--- src/design/cpu_pkg.sv ---
package cpu_pkg;

    // Machine word, also used for addresses and instructions
    typedef logic [31:0] word_t;

    typedef logic [3:0] reg_idx_t;  // 16 registers, r15 is the PC

    localparam reg_idx_t REG_ZERO = 4'd0;
    localparam reg_idx_t REG_PC   = 4'd15;

    // Fetch address after reset unless the top level overrides it
    localparam word_t DEFAULT_RESET_VECTOR = 32'h0000_1000;

    typedef enum logic [3:0] {
        OP_OR   = 4'h0,
        OP_AND  = 4'h1,
        OP_ADD  = 4'h2,
        OP_MUL  = 4'h3,
        OP_RSVD = 4'h4,  // Contributes zero
        OP_SHL  = 4'h5,
        OP_SLE  = 4'h6,  // Signed
        OP_EQ   = 4'h7,
        OP_NOR  = 4'h8,
        OP_NAND = 4'h9,
        OP_XOR  = 4'ha,
        OP_SUB  = 4'hb,
        OP_XNOR = 4'hc,  // X xor ~operand
        OP_SHR  = 4'hd,  // Logical
        OP_SGT  = 4'he,  // Signed
        OP_NE   = 4'hf
    } alu_op_e;

    // Bit 1 set means a store, bit 0 set means rhs is the address
    typedef enum logic [1:0] {
        DEREF_PLAIN   = 2'b00,  // Z <- rhs
        DEREF_LOAD    = 2'b01,  // Z <- [rhs]
        DEREF_STORE_Z = 2'b10,  // [Z] <- rhs
        DEREF_STORE_R = 2'b11   // [rhs] <- Z
    } deref_e;

    typedef enum logic [1:0] {
        CLASS_NORMAL  = 2'd0,
        CLASS_NOP     = 2'd1,
        CLASS_ILLEGAL = 2'd2
    } insn_class_e;

    // Decoder output, shared by sequencer, register file and execution unit
    typedef struct packed {
        insn_class_e insn_class;
        deref_e      deref;
        logic        imm_sel;   // Type bit, 1 swaps Y and the immediate
        reg_idx_t    z;
        reg_idx_t    x;
        reg_idx_t    y;
        alu_op_e     op;
        logic [11:0] imm;
    } decoded_insn_t;

endpackage

--- src/design/reg_file.sv ---
`timescale 1ns/1ps

module reg_file (
    input  logic              reset_n,    // Clock
    input  logic              i_reset_n,  // Sync reset, active high
    input  cpu_pkg::reg_idx_t i_x_idx,
    input  cpu_pkg::reg_idx_t i_y_idx,
    input  cpu_pkg::reg_idx_t i_z_idx,
    input  cpu_pkg::word_t    i_pc,
    input  logic              i_we,
    input  cpu_pkg::reg_idx_t i_wr_idx,
    input  cpu_pkg::word_t    i_wr_data,
    output cpu_pkg::word_t    o_x,
    output cpu_pkg::word_t    o_y,
    output cpu_pkg::word_t    o_z
);
    import cpu_pkg::*;

    word_t regs [1:14];     // Only the general-purpose registers are stored
    word_t rd_view [16];    // What every read port sees
    logic  wr_ok;

    // r0 and r15 are not stored here
    assign wr_ok = i_we && (i_wr_idx != REG_ZERO) && (i_wr_idx != REG_PC);

    always_ff @(posedge reset_n) begin
        if (i_reset_n) begin
            for (int i = 1; i < 15; i++) begin
                regs[i] <= '0;
            end
        end else if (wr_ok) begin
            regs[i_wr_idx] <= i_wr_data;
        end
    end

    always_comb begin
        rd_view[0] = '0;        // Hardwired zero
        for (int i = 1; i < 15; i++) begin
            rd_view[i] = regs[i];
        end
        rd_view[15] = i_pc;     // PC alias
    end

    assign o_x = rd_view[i_x_idx];
    assign o_y = rd_view[i_y_idx];
    assign o_z = rd_view[i_z_idx];

endmodule

--- src/design/insn_decode.sv ---
`timescale 1ns/1ps

// Instruction layout
//   [31]    0 for a normal instruction
//   [30]    type, [29:28] deref mode
//   [27:24] Z, [23:20] X, [19:16] Y, [15:12] op, [11:0] immediate
module insn_decode (
    input  cpu_pkg::word_t         i_insn,
    output cpu_pkg::decoded_insn_t o_dec
);
    import cpu_pkg::*;

    decoded_insn_t dec;
    logic          is_normal;

    assign is_normal = (i_insn[31] == 1'b0);

    always_comb begin
        // Register and op fields are unpacked for every class
        dec.z       = i_insn[27:24];
        dec.x       = i_insn[23:20];
        dec.y       = i_insn[19:16];
        dec.op      = alu_op_e'(i_insn[15:12]);
        dec.imm     = i_insn[11:0];
        dec.imm_sel = i_insn[30];

        casez (i_insn[31:28])
            4'b0???: dec.insn_class = CLASS_NORMAL;
            4'b1111: dec.insn_class = CLASS_ILLEGAL;
            default: dec.insn_class = CLASS_NOP;  // Reserved encodings, PC just advances
        endcase

        // No memory access unless the instruction is a normal one
        if (is_normal) begin
            dec.deref = deref_e'(i_insn[29:28]);
        end else begin
            dec.deref = DEREF_PLAIN;
        end
    end

    assign o_dec = dec;

endmodule

--- src/design/exec_unit.sv ---
`timescale 1ns/1ps

module exec_unit (
    input  cpu_pkg::decoded_insn_t i_dec,
    input  cpu_pkg::word_t         i_x,
    input  cpu_pkg::word_t         i_y,
    output cpu_pkg::word_t         o_rhs
);
    import cpu_pkg::*;

    word_t      imm_ext;
    word_t      opnd;       // Right operand of the op
    word_t      addend;     // Term added after the op
    word_t      func;
    logic [4:0] shamt;

    assign imm_ext = {{20{i_dec.imm[11]}}, i_dec.imm};

    // Type 0 is X op Y + I, type 1 is X op I + Y
    assign opnd   = i_dec.imm_sel ? imm_ext : i_y;
    assign addend = i_dec.imm_sel ? i_y     : imm_ext;

    assign shamt = opnd[4:0];

    always_comb begin
        func = '0;
        case (i_dec.op)
            OP_OR:   func = i_x | opnd;
            OP_AND:  func = i_x & opnd;
            OP_ADD:  func = i_x + opnd;
            OP_MUL:  func = i_x * opnd;                 // Low 32 bits
            OP_RSVD: func = '0;
            OP_SHL:  func = i_x << shamt;
            OP_SLE:  func = {31'd0, $signed(i_x) <= $signed(opnd)};
            OP_EQ:   func = {31'd0, i_x == opnd};
            OP_NOR:  func = ~(i_x | opnd);
            OP_NAND: func = ~(i_x & opnd);
            OP_XOR:  func = i_x ^ opnd;
            OP_SUB:  func = i_x - opnd;
            OP_XNOR: func = i_x ^ ~opnd;
            OP_SHR:  func = i_x >> shamt;
            OP_SGT:  func = {31'd0, $signed(i_x) > $signed(opnd)};
            OP_NE:   func = {31'd0, i_x != opnd};
            default: func = '0;
        endcase
    end

    // Comparisons have already been reduced to 0 or 1
    assign o_rhs = func + addend;

endmodule

--- src/design/core_seq.sv ---
`timescale 1ns/1ps

module core_seq #(
    parameter cpu_pkg::word_t RESET_VECTOR = cpu_pkg::DEFAULT_RESET_VECTOR
) (
    input  logic                   reset_n,    // Clock
    input  logic                   i_reset_n,  // Sync reset, active high
    input  cpu_pkg::decoded_insn_t i_dec,
    input  cpu_pkg::word_t         i_rhs,
    input  cpu_pkg::word_t         i_z,
    input  logic                   i_fetch_valid,
    input  cpu_pkg::word_t         i_fetch_data,
    input  logic                   i_mem_valid,
    input  cpu_pkg::word_t         i_mem_rdata,
    output cpu_pkg::word_t         o_insn,
    output cpu_pkg::word_t         o_pc,
    output logic                   o_rf_we,
    output cpu_pkg::reg_idx_t      o_rf_idx,
    output cpu_pkg::word_t         o_rf_data,
    output logic                   o_fetch_req,
    output cpu_pkg::word_t         o_fetch_addr,
    output logic                   o_mem_req,
    output logic                   o_mem_we,
    output cpu_pkg::word_t         o_mem_addr,
    output cpu_pkg::word_t         o_mem_wdata,
    output logic                   o_halt
);
    import cpu_pkg::*;

    typedef enum logic [2:0] {
        S_FETCH, S_FETCH_WAIT, S_EXEC, S_MEM, S_WB, S_HALT
    } state_e;

    state_e state;
    word_t  pc_q;
    word_t  insn_q;
    word_t  result_q;     // rhs, or load data once it arrives
    word_t  mem_addr_q;
    word_t  mem_wdata_q;
    logic   fetch_req_q;
    logic   mem_req_q;
    logic   mem_we_q;
    logic   halt_q;
    logic   wb_write;
    logic   is_store;

    assign is_store = (i_dec.deref == DEREF_STORE_Z) || (i_dec.deref == DEREF_STORE_R);

    // Plain and load results go to Z, r0 excluded
    assign wb_write = (i_dec.insn_class == CLASS_NORMAL) && !is_store
                   && (i_dec.z != REG_ZERO);

    always_ff @(posedge reset_n) begin
        if (i_reset_n) begin
            state       <= S_FETCH;
            pc_q        <= RESET_VECTOR;
            fetch_req_q <= 1'b0;
            mem_req_q   <= 1'b0;
            mem_we_q    <= 1'b0;
            halt_q      <= 1'b0;
        end else begin
            fetch_req_q <= 1'b0;  // Strobes drop after one cycle
            mem_req_q   <= 1'b0;
            mem_we_q    <= 1'b0;
            case (state)
                S_FETCH: begin    // Only entered out of reset
                    fetch_req_q <= 1'b1;
                    state       <= S_FETCH_WAIT;
                end
                S_FETCH_WAIT: if (i_fetch_valid) state <= S_EXEC;
                S_EXEC: begin
                    if (i_dec.insn_class == CLASS_ILLEGAL) begin
                        halt_q <= 1'b1;
                        state  <= S_HALT;
                    end else if (i_dec.deref != DEREF_PLAIN) begin
                        mem_req_q <= 1'b1;
                        mem_we_q  <= is_store;
                        state     <= S_MEM;
                    end else begin
                        state <= S_WB;  // No-op class lands here too
                    end
                end
                S_MEM: begin
                    if (is_store || i_mem_valid) state <= S_WB;
                end
                S_WB: begin
                    if (wb_write && (i_dec.z == REG_PC)) begin
                        pc_q <= result_q;   // Jump
                    end else begin
                        pc_q <= pc_q + 32'd1;
                    end
                    fetch_req_q <= 1'b1;    // Next fetch starts right away
                    state       <= S_FETCH_WAIT;
                end
                S_HALT: state <= S_HALT;    // Held until reset
                default: state <= S_FETCH;
            endcase
        end
    end

    always_ff @(posedge reset_n) begin
        if ((state == S_FETCH_WAIT) && i_fetch_valid) begin
            insn_q <= i_fetch_data;
        end
        if (state == S_EXEC) begin
            result_q <= i_rhs;
            // Store-to-Z puts rhs at [Z], the others address through rhs
            mem_addr_q  <= (i_dec.deref == DEREF_STORE_Z) ? i_z : i_rhs;
            mem_wdata_q <= (i_dec.deref == DEREF_STORE_Z) ? i_rhs : i_z;
        end
        if ((state == S_MEM) && (i_dec.deref == DEREF_LOAD) && i_mem_valid) begin
            result_q <= i_mem_rdata;
        end
    end

    assign o_insn       = insn_q;
    assign o_pc         = pc_q;
    assign o_rf_we      = (state == S_WB) && wb_write;
    assign o_rf_idx     = i_dec.z;
    assign o_rf_data    = result_q;
    assign o_fetch_req  = fetch_req_q;
    assign o_fetch_addr = pc_q;
    assign o_mem_req    = mem_req_q;
    assign o_mem_we     = mem_we_q;
    assign o_mem_addr   = mem_addr_q;
    assign o_mem_wdata  = mem_wdata_q;
    assign o_halt       = halt_q;

endmodule

--- src/design/cpu_core.sv ---
`timescale 1ns/1ps

module cpu_core #(
    parameter cpu_pkg::word_t RESET_VECTOR = cpu_pkg::DEFAULT_RESET_VECTOR
) (
    input  logic           reset_n,    // Clock
    input  logic           i_reset_n,  // Sync reset, active high
    output logic           o_fetch_req,
    output cpu_pkg::word_t o_fetch_addr,
    input  logic           i_fetch_valid,
    input  cpu_pkg::word_t i_fetch_data,
    output logic           o_mem_req,
    output logic           o_mem_we,
    output cpu_pkg::word_t o_mem_addr,
    output cpu_pkg::word_t o_mem_wdata,
    input  logic           i_mem_valid,
    input  cpu_pkg::word_t i_mem_rdata,
    output logic           o_halt
);
    import cpu_pkg::*;

    decoded_insn_t dec;
    word_t         insn;
    word_t         x_val;
    word_t         y_val;
    word_t         z_val;
    word_t         rhs;
    word_t         pc;
    logic          rf_we;
    reg_idx_t      rf_idx;
    word_t         rf_data;

    core_seq #(
        .RESET_VECTOR (RESET_VECTOR)
    ) u_seq (
        .reset_n       (reset_n),
        .i_reset_n     (i_reset_n),
        .i_dec         (dec),
        .i_rhs         (rhs),
        .i_z           (z_val),
        .i_fetch_valid (i_fetch_valid),
        .i_fetch_data  (i_fetch_data),
        .i_mem_valid   (i_mem_valid),
        .i_mem_rdata   (i_mem_rdata),
        .o_insn        (insn),
        .o_pc          (pc),
        .o_rf_we       (rf_we),
        .o_rf_idx      (rf_idx),
        .o_rf_data     (rf_data),
        .o_fetch_req   (o_fetch_req),
        .o_fetch_addr  (o_fetch_addr),
        .o_mem_req     (o_mem_req),
        .o_mem_we      (o_mem_we),
        .o_mem_addr    (o_mem_addr),
        .o_mem_wdata   (o_mem_wdata),
        .o_halt        (o_halt)
    );

    insn_decode u_decode (
        .i_insn (insn),
        .o_dec  (dec)
    );

    reg_file u_regs (
        .reset_n   (reset_n),
        .i_reset_n (i_reset_n),
        .i_x_idx   (dec.x),
        .i_y_idx   (dec.y),
        .i_z_idx   (dec.z),
        .i_pc      (pc),
        .i_we      (rf_we),
        .i_wr_idx  (rf_idx),
        .i_wr_data (rf_data),
        .o_x       (x_val),
        .o_y       (y_val),
        .o_z       (z_val)
    );

    exec_unit u_exec (
        .i_dec (dec),
        .i_x   (x_val),
        .i_y   (y_val),
        .o_rhs (rhs)
    );

endmodule

--- config.mk ---
export PLATFORM = sky130hd
export DESIGN_NAME = cpu_core
export DESIGN_NICKNAME = d
export VERILOG_FILES = /design/src/design/cpu_pkg.sv /design/src/design/reg_file.sv /design/src/design/insn_decode.sv /design/src/design/exec_unit.sv /design/src/design/core_seq.sv /design/src/design/cpu_core.sv
export SDC_FILE = /design/constraint.sdc
export NUM_CORES = 2
export LEC_CHECK = 0
export ABC_AREA = 0
export BUFFER_PORTS_ARGS = -buffer_cell sky130_fd_sc_hd__buf_2
export CAP_MARGIN = 10
export CORE_MARGIN = 4
export CORE_UTILIZATION = 50
export CTS_CLUSTER_DIAMETER = 120
export DETAILED_ROUTE_END_ITERATION = 12
export PLACE_DENSITY = 0.66
export SLEW_MARGIN = 20
export SYNTH_ARGS = -nofsm -noshare
export SYNTH_HDL_FRONTEND = slang
export SYNTH_HIERARCHICAL = 1
export SYNTH_SLANG_ARGS = --single-unit
--- constraint.sdc ---
create_clock -name reset_n -period 13.5 [get_ports reset_n]
set_input_delay 0.675 -clock reset_n [delete_from_list [all_inputs] [get_ports reset_n]]
set_output_delay 0.675 -clock reset_n [all_outputs]
set_load 0.03 [all_outputs]
== After elaboration in Yosys (flattened, before gate mapping) ==
Memory sizes are Yosys's and may differ from the RTL's.
Index checks and enable logic that the tools add are counted.
Storage, ports and cells
  RAM bits: 448
  output and inout bits: 100
  memories kept: 1
  logic and storage cells: 125
  flip-flop bits (word level): 167
Operators by class
  order comparisons: 5
  multipliers: 1
  $add $sub $neg: 4
  shifts and indexed selects: 2
  equality and inequality tests: 31
  multiplexer cells: 34
  reductions and logical operators: 24
  bitwise logic cells: 13
Memory list
  u_regs.regs: words 14, bits a word 32, rd ports 14, clocked after memory_dff 0, wr ports 14, RTL line reg_file.sv:19  | word_t regs [1:14];
Operator list (count)
  $pmux 32 s16: 1
  $mux 32: 14
  $bmux 32 s4: 3
  $not 32->32: 3
  $add 32x32->32: 2
  $xor 32x32->32: 2
  $eq 4x4->1 const B: 10
  $add 32x1->32 const B: 1
  $and 32x32->32: 1
  $eq 32x32->1: 1
  $gt 32x32->1: 1
  $le 32x32->1: 1
  $mul 32x32->32: 1
  $ne 32x32->1: 1
  $or 32x32->32: 1
  $reduce_or 32->1: 1
  $shl 32x5->32: 1
  $shr 32x5->32: 1
  $sub 32x32->32: 1
  $eq 4x3->1 const B: 4
  $ge 5x5->1 const B: 3
  $not 4->5: 3
  $pmux 3 s5: 1
  $mux 3: 4
  other kinds (27): 52

== Longest topological paths before layout ==
  depth after elaboration: 14
  mapped depth: 54

== Hierarchy ==
Netlist, hierarchy kept.
By module, submodules not included
  reg_file: area an instance 28514.8 um^2, cells an instance 2071, instances 1
  exec_unit: area an instance 26052.5 um^2, cells an instance 3476, instances 1
  core_seq: area an instance 7811.2 um^2, cells an instance 732, instances 1
  insn_decode: area an instance 249.0 um^2, cells an instance 35, instances 1

== Worst setup path after synthesis ==
OpenSTA, ideal clock, no wires.
  kind: reg2reg
  start point: register u_seq.insn_q[17] (netlist: u_seq/o_insn[17])
  end point: register u_seq.result_q[31] (netlist: u_seq/o_rf_data[31]) (data pin)
  path buffers: 8
  setup time: 0.260 ns
  arrival: 11.329 ns
  setup slack: 1.911 ns
  cell stages (with the launch flop): 46
  cell sequence: edfxtp_1 > buf_4 > buf_2 > buf_4 > mux2_1 > a221o_1 > a21oi_1 > o211ai_1 > mux2i_1 > clkbuf_1 > clkbuf_1 > clkbuf_1 > buf_1 > clkbuf_1 > nor2_1 > fa_1 > inv_1 > fa_1 > [... 10 more ...] > a2111oi_0 > nor3_1 > a21oi_1 > xnor2_1 > a221oi_1 > a22oi_1 > ha_1 > and4_1 > nor4b_1 > o31a_1 > a2111oi_0 > nor2b_1 > and3_1 > o211ai_1 > o21ai_0 > a21oi_1 > xnor2_1 > mux2_2
Between the ends
  cells in the longest elaborated chain, start to end: 11
  elaborated cells on any way between the ends: 26
RTL lines
  from (decl): RTL line core_seq.sv:36  | word_t insn_q;
  from (signal assigned): RTL line core_seq.sv:103  | insn_q <= i_fetch_data;
  $not 4->5 (not written as such) (*): RTL line reg_file.sv:45  | assign o_y = rd_view[i_y_idx];
  $bmux 32 s4 (*): RTL line reg_file.sv:45
  $mux 32 (not written as such) (*) (2 in series): RTL line reg_file.sv:45
  net y_val[3]: RTL line cpu_core.sv:25  | word_t y_val;
  parallel branches: the longest is 4 deep, another holds $mul 32x32->32
  $add 32x32->32 (*): RTL line exec_unit.sv:49  | assign o_rhs = func + addend;
  net rhs[31]: RTL line cpu_core.sv:27  | word_t rhs;
  $mux 32 (*): RTL line core_seq.sv:105  | if (state == S_EXEC) begin
  $mux 32 (*): RTL line core_seq.sv:111  | if ((state == S_MEM) && (i_dec.deref == DEREF_LOAD) && i_mem_valid) begin
  to (signal assigned): RTL line core_seq.sv:106  | result_q <= i_rhs;
  to (signal assigned): RTL line core_seq.sv:112  | result_q <= i_mem_rdata;
  to (decl): RTL line core_seq.sv:37  | word_t result_q;
Mark *: on every way through the listed nets, which the timed path passes. The select of a mux whose other input is x is not followed.
A chain may end at the register's enable or synchronous reset.

== Worst setup path after layout ==
  start point: register u_seq.insn_q[20] (netlist: u_seq/o_insn[20])
  end point: register u_seq.result_q[30] (netlist: u_seq/o_rf_data[30]) (data pin)
Between the ends
  cells in the longest elaborated chain, start to end: 10
  elaborated cells on any way between the ends: 23
RTL lines
  $not 4->5 (not written as such) (*): RTL line reg_file.sv:44  | assign o_x = rd_view[i_x_idx];
  $bmux 32 s4 (*): RTL line reg_file.sv:44
  $mux 32 (not written as such) (*) (2 in series): RTL line reg_file.sv:44
  net x_val[17]: RTL line cpu_core.sv:24  | word_t x_val;
  parallel branches: the longest is 2 deep, another holds $mul 32x32->32
  $pmux 32 s16 (*): RTL line exec_unit.sv:27  | case (i_dec.op)
  $add 32x32->32 (*): RTL line exec_unit.sv:49
  net rhs[30]: RTL line cpu_core.sv:27
  $mux 32 (*): RTL line core_seq.sv:105
  $mux 32 (*): RTL line core_seq.sv:111
Marks and branches as above.

==> impl_metrics.csv <==
group,metric,value,unit
run_status,status,"completed",
grt,track_usage,40.2,%
worst_setup_path,crit_start,"u_seq/o_insn[20]$_DFFE_PP_",
synthesis,ys.flop_type,"edfxtp_1",
cts,clkSinkCount,615,
worst_setup_path,crit_top_cell,"fa_1",
cts,ctsResizeCount,0,
worst_setup_path,critPathBufInv,7,
grt,grt_pass1_vias,53600,
worst_setup_path,crit_slowest_cell,"nor2_1",
worst_setup_path,worst-r2r-setup-slack,190,ps
synthesis,yosysSeqAreaShare,28.9,%
synthesis,synthXorXnorAreaFrac,2.15,%
floorplan,die_w,362,um
synthesis,async_flop_share,0,%
synthesis,synth-compound-area-share,12.5,%
timing,slew_violations,0,
detailed_routing,route.detailed.drc,0,
placed_design,place_area,64700,um2
grt,grt_start_max_net_pins,73,
worst_setup_path,critPathMaxFanout,23,
floorplan,rows,129,
synthesis,synth_edf_count,576,
grt,grt_pass1_wl,379,mm
floorplan,dieArea,131000,um2
flow_run,drv_cap,0,
hold_path,hp-class,"primary input to register",
layout,final_nets,6951,
floorplan,core,124000,um2
cts,tritoncts,"yes",
layout,area_delta_synth_final,7.43,%
detailed_routing,avgRoutedWirePerCell,33.9,um
floorplan,die_y,362,um
placed_design,placedCellCount,7776,
layout,drive_gt1_share,15.5,%
synthesis,synth_top_family_by_area,"adder cells",
synthesis,synth-adder-area-share,18.2,%
timing,fmax,75.1,MHz
timing,setup_tns,0,ps
synthesis,synth_cells,6314,
worst_setup_path,worst-r2r-cell-count,37,
worst_setup_path,end_kind,"register",
cts,cts_buffer_depth,3,
cts,clk_latency,700,ps
cts,hold_buffers,0,
timing,worst_pin_slew,1240,ps
layout,postLayoutCellArea,67300,um2
timing,fin_crit,13310,ps
timing,hold_violations,0,
synthesis,ys_ff_latch,615,
cts,cts_setup_buffers,0,
layout,stdcell_count,7921,
cts,cts_buffers,74,
worst_setup_path,worstPathArrival,13740,ps
hold_path,min_from,"i_fetch_data[4]",
synthesis,syn_nets,7048,
placed_design,gp_congestion,1.08,
timing,setup_viol,0,
synthesis,synth_area,62600,um2
worst_setup_path,reg2reg_from,"u_seq/o_insn[20]$_DFFE_PP_",
synthesis,synthMuxAreaShare,15.7,%
hold_path,min_to,"u_seq/o_insn[4]$_DFFE_PP_",
cts,clk_root_buffer_cell,"clkbuf_16",
detailed_routing,drt_iter0_drc,7421,
detailed_routing,drt-vias-per-instance,6.78,
grt,antenna_found_initial,14,
detailed_routing,drt_pass1_iterations,8,
worst_setup_path,critPathKind,"register to register",
layout,nFillCells,11000,
placed_design,hpwl,190,mm
timing,period_share,98.6,%
floorplan,start_util,50.5,%
synthesis,yosysWarningCount,6,
synthesis,synth_cell_type_count,102,
detailed_routing,ant_nets,0,
floorplan,boundaryPins,168,
worst_setup_path,slowest_delay,770,ps
hold_path,min_path_cells,1,
cts,clk_pin_slew,70,ps
grt,grt_overflow,0,
placed_design,port_buffers,167,
timing,rsz0062_at_grt,"false",
timing,skew,59.7,ps
detailed_routing,vias,53700,
timing,relSlewSlack,16.9,%
synthesis,postSynthAreaPerCell,9.92,um2
cts,cts-htree-levels,3,
worst_setup_path,start_kind,"register",
worst_setup_path,cpLargestDelayFamily,"adder cells",
synthesis,synth-simple-area-share,15.2,%
worst_setup_path,r2r_end,"u_seq/o_rf_data[30]$_DFFE_PP_",
detailed_routing,finalWirelength,269,mm
worst_setup_path,cp.required,13930,ps
==> cell type report <==
type	instances	area (um2)	share of cell area, %
diodes	7	17.5	0.0260
clock buffers	95	1960	2.91
clock inverters	41	541	0.803
inverters	546	2050	3.05
multi-input cells	4610	40100	59.7
flip-flops and latches	615	18100	26.9
well taps	1637	2050	3.04
repair buffers	370	2450	3.64
==> metrics by stage <==
stage | utilization, % | setup WS, ps | hold slack [ps]
after floorplan | - | 1910 | 557
after global placement | 52.1 | 792 | 464
final | 54.2 | 185 | 163
after global routing | 54.2 | 12.4 | 146
after detailed placement | 52.1 | 705 | 481
after CTS | 54.2 | 685 | 138
==> flip-flops by register name, summed over array words and instances, names as in the netlist <==
register / flops
u_seq/o_mem_wdata: 32
u_seq/o_insn: 32
u_seq/o_fetch_addr: 32
u_seq/o_mem_addr: 32
u_seq/state: 3
u_seq/o_fetch_req: 1
u_seq/o_mem_we: 1
u_seq/o_mem_req: 1
u_regs/regs: 448
u_seq/o_halt: 1
u_seq/o_rf_data: 32
==> how the worst max path moves through the flow <==
stage / slack (ps) / to / cells past startpoint
floorplan: 1910 / u_seq/o_rf_data[31]$_DFFE_PP_ / 45
global placement: 790 / u_seq/o_rf_data[30]$_DFFE_PP_ / 36
detailed placement: 710 / u_seq/o_rf_data[30]$_DFFE_PP_ / 37
CTS: 690 / u_seq/o_rf_data[30]$_DFFE_PP_ / 36
global route: 10 / u_seq/o_rf_data[30]$_DFFE_PP_ / 37
finish: 190 / u_seq/o_rf_data[30]$_DFFE_PP_ / 37
==> cell usage after synthesis, types with 23 or more instances <==
| master | number | share of area (%) |
|---|---|---|
| nand2_1 | 688 | 4.1 |
| edfxtp_1 | 576 | 28 |
| inv_1 | 524 | 3.1 |
| nor2_1 | 504 | 3.0 |
| and2_1 | 459 | 4.6 |
| fa_1 | 411 | 13 |
| clkbuf_1 | 320 | 1.9 |
| ha_1 | 255 | 5.1 |
| a21oi_1 | 250 | 2.0 |
| mux2i_1 | 245 | 3.9 |
| mux4_2 | 238 | 8.6 |
| o21ai_0 | 193 | 1.5 |
| mux2_2 | 145 | 2.6 |
| xnor2_1 | 130 | 1.8 |
| nand3_1 | 107 | 0.86 |
| a221oi_1 | 99 | 1.4 |
| buf_4 | 87 | 1.0 |
| buf_2 | 69 | 0.55 |
| a221o_1 | 64 | 1.0 |
| o211ai_1 | 60 | 0.72 |
| buf_1 | 50 | 0.30 |
| nand2b_1 | 48 | 0.48 |
| nor3_1 | 45 | 0.36 |
| a21o_1 | 41 | 0.49 |
| a22o_1 | 40 | 0.56 |
| dfxtp_1 | 39 | 1.2 |
| o221ai_1 | 39 | 0.55 |
| o21ai_1 | 38 | 0.30 |
| nor2b_1 | 33 | 0.33 |
| mux2_1 | 29 | 0.52 |
| a211oi_1 | 28 | 0.34 |
| a22oi_1 | 26 | 0.31 |
| o22a_1 | 24 | 0.34 |
| o22ai_1 | 24 | 0.24 |
| o31ai_1 | 24 | 0.29 |
| a31oi_1 | 23 | 0.23 |
==> per-layer routing <==
metal | GRT usage (%) | vias up | routed length, um
li1 | - | 22100 | -
met1 | 47.9 | 26600 | 92500
met2 | 62.7 | 3936 | 120000
met3 | 11.3 | 1106 | 32500
met4 | 29.0 | 8 | 23900
met5 | 0 | - | 51
==> cells by family (layout without fill, tap and decap cells) <==
group                      count (synthesis)  count (layout)
and+or+nand+nor                         2012            2012
AOI/OAI and AO/OA                       1121            1121
buffers and inverters                   1089            1052
adders and majority gates                666             666
muxes                                    659             659
DFF                                      615             615
xor gates and xnor gates                 152             152
other                                      0               7
==> cells in the final DEF (no fill, tap or decap), types with 26 or more instances in the layout <==
master,synthesis,final
inv_1,524,518
nor2_1,504,489
ha_1,255,255
clkbuf_16,0,74
nor3_1,45,41
o21ai_0,193,190
a221oi_1,99,99
nor2b_1,33,27
buf_4,87,196
a211oi_1,28,28
a21oi_1,250,242
buf_2,69,167
and2_1,459,459
mux2_2,145,145
mux2i_1,245,238
o221ai_1,39,39
o211ai_1,60,60
edfxtp_1,576,576
mux2_1,29,29
nand2b_1,48,47
fa_1,411,411
a22oi_1,26,26
a21o_1,41,41
dfxtp_1,39,39
xnor2_1,130,130
a22o_1,40,40
o21ai_1,38,41
mux4_2,238,238
nand3_1,107,107
a221o_1,64,64
nand2_1,688,688
Power is left out: the tool's default activity adds up to more than one toggle a clock period on the data nets, which glitch-free logic cannot reach.
